===== src/hw/core_ctrl_settings.svh =====
////////////////////////////////////////
// bridge register addresses, reset hold length,
// controller key bit positions and bus widths
////////////////////////////////////////

`ifndef CORE_CTRL_SETTINGS_SVH
`define CORE_CTRL_SETTINGS_SVH

// bridge register map
`define ADDR_RESET_CMD    32'hF000_0000
`define ADDR_DIP          32'hF100_0000
`define ADDR_MODE         32'hF200_0000

// game core held in reset this many cycles
`define RESET_HOLD_CYCLES 8000

// key bitmap positions, same on every controller
`define KEY_UP            0
`define KEY_DOWN          1
`define KEY_LEFT          2
`define KEY_RIGHT         3
`define KEY_A             4
`define KEY_B             5
`define KEY_X             6
`define KEY_Y             7
`define KEY_R1            9
`define KEY_SELECT        14
`define KEY_START         15

// widths
`define WORD_BITS         32
`define KEY_BITS          16
`define DIP_BITS          8
`define COLOR_BITS        8
`define HOLD_BITS         32
`define MODE_BITS         4

`endif

===== src/hw/core_ctrl_pkg.sv =====
////////////////////////////////////////
// shared types for the control block
// bridge words, key bitmaps, dip bytes,
// pixels and the hold timer count
////////////////////////////////////////

`include "core_ctrl_settings.svh"

package core_ctrl_pkg;

    // bridge address or data word
    typedef logic [`WORD_BITS-1:0] bridge_word_t;

    // one controller, one bit per key
    // pressed key reads as 1
    typedef logic [`KEY_BITS-1:0] key_map_t;

    // one bank of eight dip switches
    typedef logic [`DIP_BITS-1:0] dip_byte_t;

    // pixel to the scaler, red in the top byte
    typedef logic [3*`COLOR_BITS-1:0] rgb24_t;

    // reset stretch down-counter
    typedef logic [`HOLD_BITS-1:0] hold_count_t;

endpackage


===== src/hw/core_ctrl_top.sv =====
////////////////////////////////////////
// control top level
// bridge registers, reset stretch,
// controller merge and pixel expansion
////////////////////////////////////////

`include "core_ctrl_settings.svh"

module core_ctrl_top import core_ctrl_pkg::*; (
    input  logic                  clk_74a,
    input  logic                  temp_reset,

    // bridge bus
    input  bridge_word_t          bridge_addr,
    input  logic                  bridge_wr,
    input  bridge_word_t          bridge_wr_data,
    input  logic                  bridge_rd,
    output bridge_word_t          bridge_rd_data,

    // controllers
    input  key_map_t              cont1_key,
    input  key_map_t              cont2_key,

    // video from the game
    input  logic                  game_red,
    input  logic                  game_green,
    input  logic                  game_blue,
    input  logic                  game_hs,
    input  logic                  game_vs,
    input  logic                  game_hblank,
    input  logic                  game_vblank,

    // settings and reset to the game
    output dip_byte_t             dsw0,
    output dip_byte_t             dsw1,
    output dip_byte_t             dsw2,
    output logic [`MODE_BITS-1:0] mode,
    output logic                  game_reset,

    // merged controls to the game
    output logic                  ctl_up,
    output logic                  ctl_down,
    output logic                  ctl_left,
    output logic                  ctl_right,
    output logic                  ctl_fire,
    output logic                  ctl_coin,
    output logic                  ctl_p2_start,

    // video to the scaler
    output rgb24_t                video_rgb,
    output logic                  video_hs,
    output logic                  video_vs,
    output logic                  video_de
);

    // bridge to timer
    logic reset_pulse;
    logic hold_active;
    // player 1 start to timer
    logic restart;

    ////////////////////////////////////////
    // bridge registers

    bridge_regs bridge_regs_inst (
        .clk_74a        (clk_74a),
        .temp_reset     (temp_reset),
        .bridge_addr    (bridge_addr),
        .bridge_wr_data (bridge_wr_data),
        .bridge_wr      (bridge_wr),
        .bridge_rd      (bridge_rd),
        .bridge_rd_data (bridge_rd_data),
        .hold_active    (hold_active),
        .reset_pulse    (reset_pulse),
        .dsw0           (dsw0),
        .dsw1           (dsw1),
        .dsw2           (dsw2),
        .mode           (mode)
    );

    ////////////////////////////////////////
    // game reset

    reset_stretch reset_stretch_inst (
        .clk_74a     (clk_74a),
        .temp_reset  (temp_reset),
        .reset_pulse (reset_pulse),
        .restart     (restart),
        .game_reset  (game_reset),
        .hold_active (hold_active)
    );

    ////////////////////////////////////////
    // controls and video

    pad_merge pad_merge_inst (
        .clk_74a      (clk_74a),
        .temp_reset   (temp_reset),
        .cont1_key    (cont1_key),
        .cont2_key    (cont2_key),
        .ctl_up       (ctl_up),
        .ctl_down     (ctl_down),
        .ctl_left     (ctl_left),
        .ctl_right    (ctl_right),
        .ctl_fire     (ctl_fire),
        .ctl_coin     (ctl_coin),
        .ctl_p2_start (ctl_p2_start),
        .restart      (restart)
    );

    pixel_expand pixel_expand_inst (
        .clk_74a     (clk_74a),
        .temp_reset  (temp_reset),
        .game_red    (game_red),
        .game_green  (game_green),
        .game_blue   (game_blue),
        .game_hs     (game_hs),
        .game_vs     (game_vs),
        .game_hblank (game_hblank),
        .game_vblank (game_vblank),
        .video_rgb   (video_rgb),
        .video_hs    (video_hs),
        .video_vs    (video_vs),
        .video_de    (video_de)
    );

endmodule


===== src/hw/pixel_expand.sv =====
////////////////////////////////////////
// rgb111 to rgb24 expansion
// with data enable from the blanks
////////////////////////////////////////

`include "core_ctrl_settings.svh"

module pixel_expand import core_ctrl_pkg::*; (
    input  logic   clk_74a,
    input  logic   temp_reset,
    input  logic   game_red,
    input  logic   game_green,
    input  logic   game_blue,
    input  logic   game_hs,
    input  logic   game_vs,
    input  logic   game_hblank,
    input  logic   game_vblank,
    output rgb24_t video_rgb,
    output logic   video_hs,
    output logic   video_vs,
    output logic   video_de
);

    // each colour bit fills its whole field
    always_ff @(posedge clk_74a) begin
        video_rgb <= {{`COLOR_BITS{game_red}},
                      {`COLOR_BITS{game_green}},
                      {`COLOR_BITS{game_blue}}};
    end

    ////////////////////////////////////////
    // sync and enable, same stage as pixel

    always_ff @(posedge clk_74a) begin
        if (temp_reset) begin
            video_hs <= 1'b0;
            video_vs <= 1'b0;
            video_de <= 1'b0;
        end else begin
            video_hs <= game_hs;
            video_vs <= game_vs;
            // active only outside both blanks
            video_de <= ~(game_hblank | game_vblank);
        end
    end

endmodule


===== src/hw/pad_merge.sv =====
////////////////////////////////////////
// controller decode and merge
// two key bitmaps into one set of
// registered arcade controls
////////////////////////////////////////

`include "core_ctrl_settings.svh"

module pad_merge import core_ctrl_pkg::*; (
    input  logic     clk_74a,
    input  logic     temp_reset,
    input  key_map_t cont1_key,
    input  key_map_t cont2_key,
    output logic     ctl_up,
    output logic     ctl_down,
    output logic     ctl_left,
    output logic     ctl_right,
    output logic     ctl_fire,
    output logic     ctl_coin,
    output logic     ctl_p2_start,
    output logic     restart
);

    // any face button counts as fire
    function automatic logic key_fire(input key_map_t keys);
        return keys[`KEY_A] | keys[`KEY_B] | keys[`KEY_X] | keys[`KEY_Y];
    endfunction

    // merged controls before the output register
    logic m_up;
    logic m_down;
    logic m_left;
    logic m_right;
    logic m_fire;
    logic m_coin;
    logic m_p2_start;

    ////////////////////////////////////////
    // merge

    // directions shared by both players
    assign m_up    = cont1_key[`KEY_UP]    | cont2_key[`KEY_UP];
    assign m_down  = cont1_key[`KEY_DOWN]  | cont2_key[`KEY_DOWN];
    assign m_left  = cont1_key[`KEY_LEFT]  | cont2_key[`KEY_LEFT];
    assign m_right = cont1_key[`KEY_RIGHT] | cont2_key[`KEY_RIGHT];

    assign m_fire = key_fire(cont1_key) | key_fire(cont2_key);

    // either select inserts a coin
    assign m_coin = cont1_key[`KEY_SELECT] | cont2_key[`KEY_SELECT];

    // player 1 start is taken for restart,
    // so R1 on pad 1 doubles as 2P start
    assign m_p2_start = cont1_key[`KEY_R1] | cont2_key[`KEY_START];

    ////////////////////////////////////////
    // output register

    always_ff @(posedge clk_74a) begin
        if (temp_reset) begin
            ctl_up       <= 1'b0;
            ctl_down     <= 1'b0;
            ctl_left     <= 1'b0;
            ctl_right    <= 1'b0;
            ctl_fire     <= 1'b0;
            ctl_coin     <= 1'b0;
            ctl_p2_start <= 1'b0;
            restart      <= 1'b0;
        end else begin
            ctl_up       <= m_up;
            ctl_down     <= m_down;
            ctl_left     <= m_left;
            ctl_right    <= m_right;
            ctl_fire     <= m_fire;
            ctl_coin     <= m_coin;
            ctl_p2_start <= m_p2_start;
            restart      <= cont1_key[`KEY_START];
        end
    end

endmodule


===== src/hw/reset_stretch.sv =====
////////////////////////////////////////
// reset stretch timer
// holds the game in reset after a pulse,
// merged with the start-button restart
////////////////////////////////////////

`include "core_ctrl_settings.svh"

module reset_stretch import core_ctrl_pkg::*; (
    input  logic clk_74a,
    input  logic temp_reset,
    input  logic reset_pulse,
    input  logic restart,
    output logic game_reset,
    output logic hold_active
);

    // value loaded on every pulse
    localparam hold_count_t HOLD_LOAD = hold_count_t'(`RESET_HOLD_CYCLES);

    // remaining hold cycles, zero when idle
    hold_count_t hold_count;

    ////////////////////////////////////////
    // down-counter

    always_ff @(posedge clk_74a) begin
        if (temp_reset) begin
            hold_count <= '0;
        end else if (reset_pulse) begin
            // new pulse restarts the full hold
            hold_count <= HOLD_LOAD;
        end else if (hold_count != '0) begin
            hold_count <= hold_count - 1'b1;
        end
    end

    // high for exactly HOLD_LOAD cycles after the load
    assign hold_active = (hold_count != '0);

    // restart from player 1 start acts at once, no stretch
    assign game_reset = hold_active | restart;

    ////////////////////////////////////////
    // checks

    // count only ever loads or decrements
    a_count_bound : assert property (
        @(posedge clk_74a) disable iff (temp_reset)
        hold_count <= HOLD_LOAD
    ) else $error("hold counter above RESET_HOLD_CYCLES");

endmodule


===== src/hw/bridge_regs.sv =====
////////////////////////////////////////
// bridge register block
// reset command, dip bank and core mode,
// reset pulse and registered read-back
////////////////////////////////////////

`include "core_ctrl_settings.svh"

module bridge_regs import core_ctrl_pkg::*; (
    input  logic                  clk_74a,
    input  logic                  temp_reset,

    // bridge bus, single-cycle strobes
    input  bridge_word_t          bridge_addr,
    input  bridge_word_t          bridge_wr_data,
    input  logic                  bridge_wr,
    input  logic                  bridge_rd,
    output bridge_word_t          bridge_rd_data,

    // status from the reset stretch timer
    input  logic                  hold_active,
    output logic                  reset_pulse,

    // decoded settings to the game
    output dip_byte_t             dsw0,
    output dip_byte_t             dsw1,
    output dip_byte_t             dsw2,
    output logic [`MODE_BITS-1:0] mode
);

    // full words kept so read-back is exact
    bridge_word_t dip_word;
    bridge_word_t mode_word;

    // read mux output, sampled on bridge_rd
    bridge_word_t rd_word;

    // write decode
    logic wr_reset_cmd;
    logic wr_dip;
    logic wr_mode;

    ////////////////////////////////////////
    // write decode

    assign wr_reset_cmd = bridge_wr && (bridge_addr == `ADDR_RESET_CMD);
    assign wr_dip       = bridge_wr && (bridge_addr == `ADDR_DIP);
    assign wr_mode      = bridge_wr && (bridge_addr == `ADDR_MODE);

    ////////////////////////////////////////
    // read mux

    always_comb begin
        case (bridge_addr)
            // bit 0 is high while the game is held in reset
            `ADDR_RESET_CMD: rd_word = {{(`WORD_BITS-1){1'b0}}, hold_active};
            `ADDR_DIP:       rd_word = dip_word;
            `ADDR_MODE:      rd_word = mode_word;
            // unmapped, incl. the old command window
            default:         rd_word = '0;
        endcase
    end

    ////////////////////////////////////////
    // registers

    always_ff @(posedge clk_74a) begin
        if (temp_reset) begin
            reset_pulse    <= 1'b0;
            dip_word       <= '0;
            mode_word      <= '0;
            bridge_rd_data <= '0;
        end else begin
            // reset command and any dip change restart the game
            reset_pulse <= wr_reset_cmd | wr_dip;

            if (wr_dip) begin
                dip_word <= bridge_wr_data;
            end

            // mode change does not touch the game reset
            if (wr_mode) begin
                mode_word <= bridge_wr_data;
            end

            // read data held until the next read strobe
            if (bridge_rd) begin
                bridge_rd_data <= rd_word;
            end
        end
    end

    // dip banks from the low three bytes
    assign dsw0 = dip_word[`DIP_BITS-1:0];
    assign dsw1 = dip_word[2*`DIP_BITS-1:`DIP_BITS];
    assign dsw2 = dip_word[3*`DIP_BITS-1:2*`DIP_BITS];

    // mode from the low bits only
    assign mode = mode_word[`MODE_BITS-1:0];

    ////////////////////////////////////////
    // checks

    // writes come as isolated strobes, so the
    // pulse into the timer is always one cycle
    a_pulse_single : assert property (
        @(posedge clk_74a) disable iff (temp_reset)
        reset_pulse |=> !reset_pulse
    ) else $error("reset_pulse high for two consecutive cycles");

endmodule


===== config.mk =====
export PLATFORM = sky130hd
export DESIGN_NAME = core_ctrl_top
export DESIGN_NICKNAME = d
export VERILOG_FILES = /design/src/hw/core_ctrl_pkg.sv /design/src/hw/core_ctrl_top.sv /design/src/hw/pixel_expand.sv /design/src/hw/pad_merge.sv /design/src/hw/reset_stretch.sv /design/src/hw/bridge_regs.sv
export VERILOG_INCLUDE_DIRS = /design/src /design/src/hw
export SDC_FILE = /design/constraint.sdc
export NUM_CORES = 1
export LEC_CHECK = 0
export ABC_CLOCK_PERIOD_IN_PS = 2510
export BUFFER_PORTS_ARGS = -buffer_cell sky130_fd_sc_hd__buf_2
export CAP_MARGIN = 10
export CORE_MARGIN = 2
export CORE_UTILIZATION = 46
export DETAILED_ROUTE_END_ITERATION = 10
export GPL_ROUTABILITY_DRIVEN = 0
export PLACE_DENSITY_LB_ADDON = 0.12
export SYNTH_ARGS = -nofsm -noshare
export SYNTH_HDL_FRONTEND = slang
export SYNTH_SLANG_ARGS = --single-unit

===== constraint.sdc =====
create_clock -name clk_74a -period 2.51 [get_ports clk_74a]
set_input_delay 0.251 -clock clk_74a [delete_from_list [all_inputs] [get_ports clk_74a]]
set_output_delay 0.251 -clock clk_74a [all_outputs]
set_load 0.005 [all_outputs]

==> metrics.md <==
| Metric | Value |
|---|---|
| Stages on the worst setup path | `6` |
| Final Cell Area | `7740 um2` |
| Fmax | `410 MHz` |
| #FFs+latches synth | `143` |
| First-pass GRT wire length | `24.3 mm` |
| Synth top area share | `45.9%` |
| Core footprint | `13,200 um2` |
| HP Class | `input pin to flip-flop` |
| Crit path max-delay family | `simple AND/OR/NAND/NOR gates` |
| Largest net degree at the start of global routing | `69` |
| Final setup fails | `0` |
| Initial antenna violation count | `0` |
| Final Max Slew Viols | `0` |
| Residual DRC | `0` |
| Flop2flop setup slack | `70 ps` |
| Crit-path slowest cell | `or4_4` |
| RSZ-0062 raised after global routing | `true` |
| Synth cell types | `44` |
| Tightest Pin Transition | `689 ps` |
| Fraction of layout cells with a size suffix above 1 | `30.8%` |
| Via density | `5.33` |
| Final Hold Viols | `0` |
| Final ANT Viol Nets | `0` |
| Buffers and inverters on the worst path | `2` |
| Number of synthesized flops with an enable pin | `0` |
| Leakage | `3.26 nW` |
| Htree depth | `4` |
| Synth cell count leaders | `dfxtp_1 (143), nor2_1 (119), mux2i_1 (65)` |
| CP peak stage delay | `550 ps` |
| Hold Crit Depth | `3` |
| Dpl cell area | `7050 um2` |
| Initial Util | `47.1%` |
| Die H | `120 um` |
| FF-to-FF path depth | `5` |
| Post-Syn Instances | `684` |
| CP endpoint kind | `output pin` |
| Register area | `2860 um2` |
| Mapped Avg Cell Area | `9.11 um2` |
| Final Critical Period | `2440 ps` |
| Hold Path End | `pad_merge_inst.ctl_down$_SDFF_PP0_` |
| Area leader, netlist | `dfxtp_1` |
| Synth Net Count | `792` |
| Layout area overhead | `24.2%` |
| IO Pins | `202` |
| Sequential share of the synthesized area | `45.9%` |
| CTS Buf Count | `17` |
| Clock Skews | `5.45 ps` |
| Clk_lat worst skew | `420 ps` |
| Final period utilization | `97.2%` |
| Tot Pwr | `0.00787 W` |
| Mapped Area | `6230 um2` |
| Longest Clk Path Bufs | `2` |
| Routed vias | `5,407` |
| Row Count | `42` |
| GRT Resource Usage Total | `21.0%` |
| Multi-input logic area | `2840 um2` |
| Total gr overflow | `0` |
| CTS root buf | `clkbuf_16` |
| DRT iter0 DRCs | `264` |
| Top_reg_cell synth | `dfxtp_1` |
| Layout fillers | `1,175` |
| Worst endpoint required time | `2260 ps` |
| Worst r2r src | `reset_stretch_inst.hold_count[13]$_SDFFE_PP0P_` |
| Ys async rst share | `0%` |
| CTS tree | `done` |
| Crit-path cells | `or4_4 > buf_6 > nor2_4 > nand2_2 > or3_1 > buf_2` |
| Critical path arrival | `2190 ps` |
| Clock sinks | `143` |
| Routed WL | `15.5 mm` |
| Wirelength per Cell | `15.3 um` |
| RR Endpoint | `reset_stretch_inst.hold_count[6]$_SDFFE_PP0P_` |
| Die area | `14,500 um2` |
| Die Wd | `120 um` |
| Vias in the first global route | `5,041` |
| Fin nets | `934` |
| Warnings from Yosys | `0` |
| Ranking of synthesized cells by area | `dfxtp_1 (46%), mux2i_1 (10%), nor2_1 (7.2%)` |
| CP Launch Type | `flip-flop` |
| Total of max-cap violations | `0` |
| Status | `complete, no violations` |
| DRT Pass-1 Iters | `4` |
| Clock-pin slew on the worst setup and hold paths | `50 ps` |
| Top-count cell post-synth | `dfxtp_1` |
| Power Density | `1020 nW/um2` |
| WS Path Type | `flip-flop to output pin` |
| N_diodes | `0` |
| Max FO, Critical Path | `8` |
| Hold path startpoint | `cont1_key[1]` |
| Peak supply drop | `0.000419 V` |
| Hpwl dp | `10.1 mm` |
| Slew margin rel. | `54.1%` |
| Buffers added on ports | `190` |
[kinds of logic (layout without fill, tap and decap cells)]
| family | count (synthesis) | in the layout | synth area share (%) |
|---|---|---|---|
| buf+inv | 102 | 257 | 9.50 |
| simple gates | 247 | 247 | 20.3 |
| flops | 143 | 143 | 45.9 |
| compound gates | 122 | 122 | 13.0 |
| fa+ha+maj | 1 | 1 | 0.201 |
| mux | 65 | 65 | 10.4 |
| xor+xnor | 4 | 4 | 0.562 |
[sequential cells by signal, summed over array words and instances, names as in the netlist]
signal,count
pad_merge_inst.ctl_up,1
reset_stretch_inst.hold_count,32
pad_merge_inst.ctl_down,1
pad_merge_inst.ctl_fire,1
pixel_expand_inst.video_hs,1
bridge_regs_inst.mode_word,32
bridge_regs_inst.bridge_rd_data,32
pad_merge_inst.ctl_left,1
pad_merge_inst.ctl_right,1
pixel_expand_inst.video_rgb,3
pad_merge_inst.ctl_p2_start,1
pad_merge_inst.ctl_coin,1
pixel_expand_inst.video_vs,1
bridge_regs_inst.dip_word,32
pixel_expand_inst.video_de,1
pad_merge_inst.restart,1
bridge_regs_inst.reset_pulse,1
[layout by cell type, fill, tap and decap left out, drive strengths merged, types with 11 or more instances in the layout]
master	instances
clkbuf	21
o31ai	17
or3	15
nor2b	37
a22o	31
inv	11
nor4	13
dfxtp	143
mux2i	65
a21oi	54
nor2	119
buf	209
or4	21
nor3	11
[metrics by stage]
stage               hold slack (ps)  setup TNS [ps]  setup slack [ps]  utilization (%)  instances
finish                         43.5               0              69.2             58.5       1015
global placement                356               0               136             53.2        977
detailed placement              358               0               118             53.2        977
global route                   42.5           -16.1             -9.05             58.5       1015
CTS                            23.0               0              8.70             58.3       1014
floorplan                       279               0              51.4                -        684
[repair_timing]
item	CTS	global route
endpoints found under the setup margin	1	3
resized for setup	5	4
endpoints found under the hold margin	4	0
hold buffers	5	0
buffers inserted	0	1
pin swaps	0	3
[worst reg2reg max path, delay by kind of cell (launching register included)]
family,cells,cell delay [ps]
AOI/OAI and AO/OA,2,430
and+or+nand+nor,3,1600
DFF,1,350
[power by group]
part	internal, W	total, W	switching [W]
Combinational	0.00112	0.00261	0.00150
Sequential	0.00250	0.00272	0.000222
Clock	0.00161	0.00253	0.000928
Total	0.00522	0.00787	0.00265
[area by class of cell]
type	instances	area share [%]
multi-input combinational	439	36.7
inverter	11	0.533
timing repair buffer	214	15.2
clock buffer	21	5.95
clock inverter	11	1.79
tap	176	2.84
sequential	143	37.0
[how the worst max path moves through the flow]
stage	start	end	slack, ps
5_1_grt	reset_stretch_inst.hold_count[3]$_SDFFE_PP0P_	game_reset	-9
2_1_floorplan	reset_stretch_inst.hold_count[25]$_SDFFE_PP0P_	reset_stretch_inst.hold_count[12]$_SDFFE_PP0P_	50
4_1_cts	reset_stretch_inst.hold_count[3]$_SDFFE_PP0P_	game_reset	9
3_3_place_gp	reset_stretch_inst.hold_count[26]$_SDFFE_PP0P_	reset_stretch_inst.hold_count[6]$_SDFFE_PP0P_	140
6_report	reset_stretch_inst.hold_count[3]$_SDFFE_PP0P_	game_reset	70
3_5_place_dp	reset_stretch_inst.hold_count[26]$_SDFFE_PP0P_	reset_stretch_inst.hold_count[6]$_SDFFE_PP0P_	120
[metal layers]
| metal | vias to the layer above | track usage (%) | part of all wire, % |
|---|---|---|---|
| li1 | 2647 | - | - |
| met1 | 2583 | 24.3 | 42 |
| met2 | 156 | 36.3 | 49 |
| met3 | 21 | 6.89 | 7.0 |
| met4 | 0 | 7.41 | 1.9 |
| met5 | - | 0 | 0 |
Power figures use the tool's default switching activity.
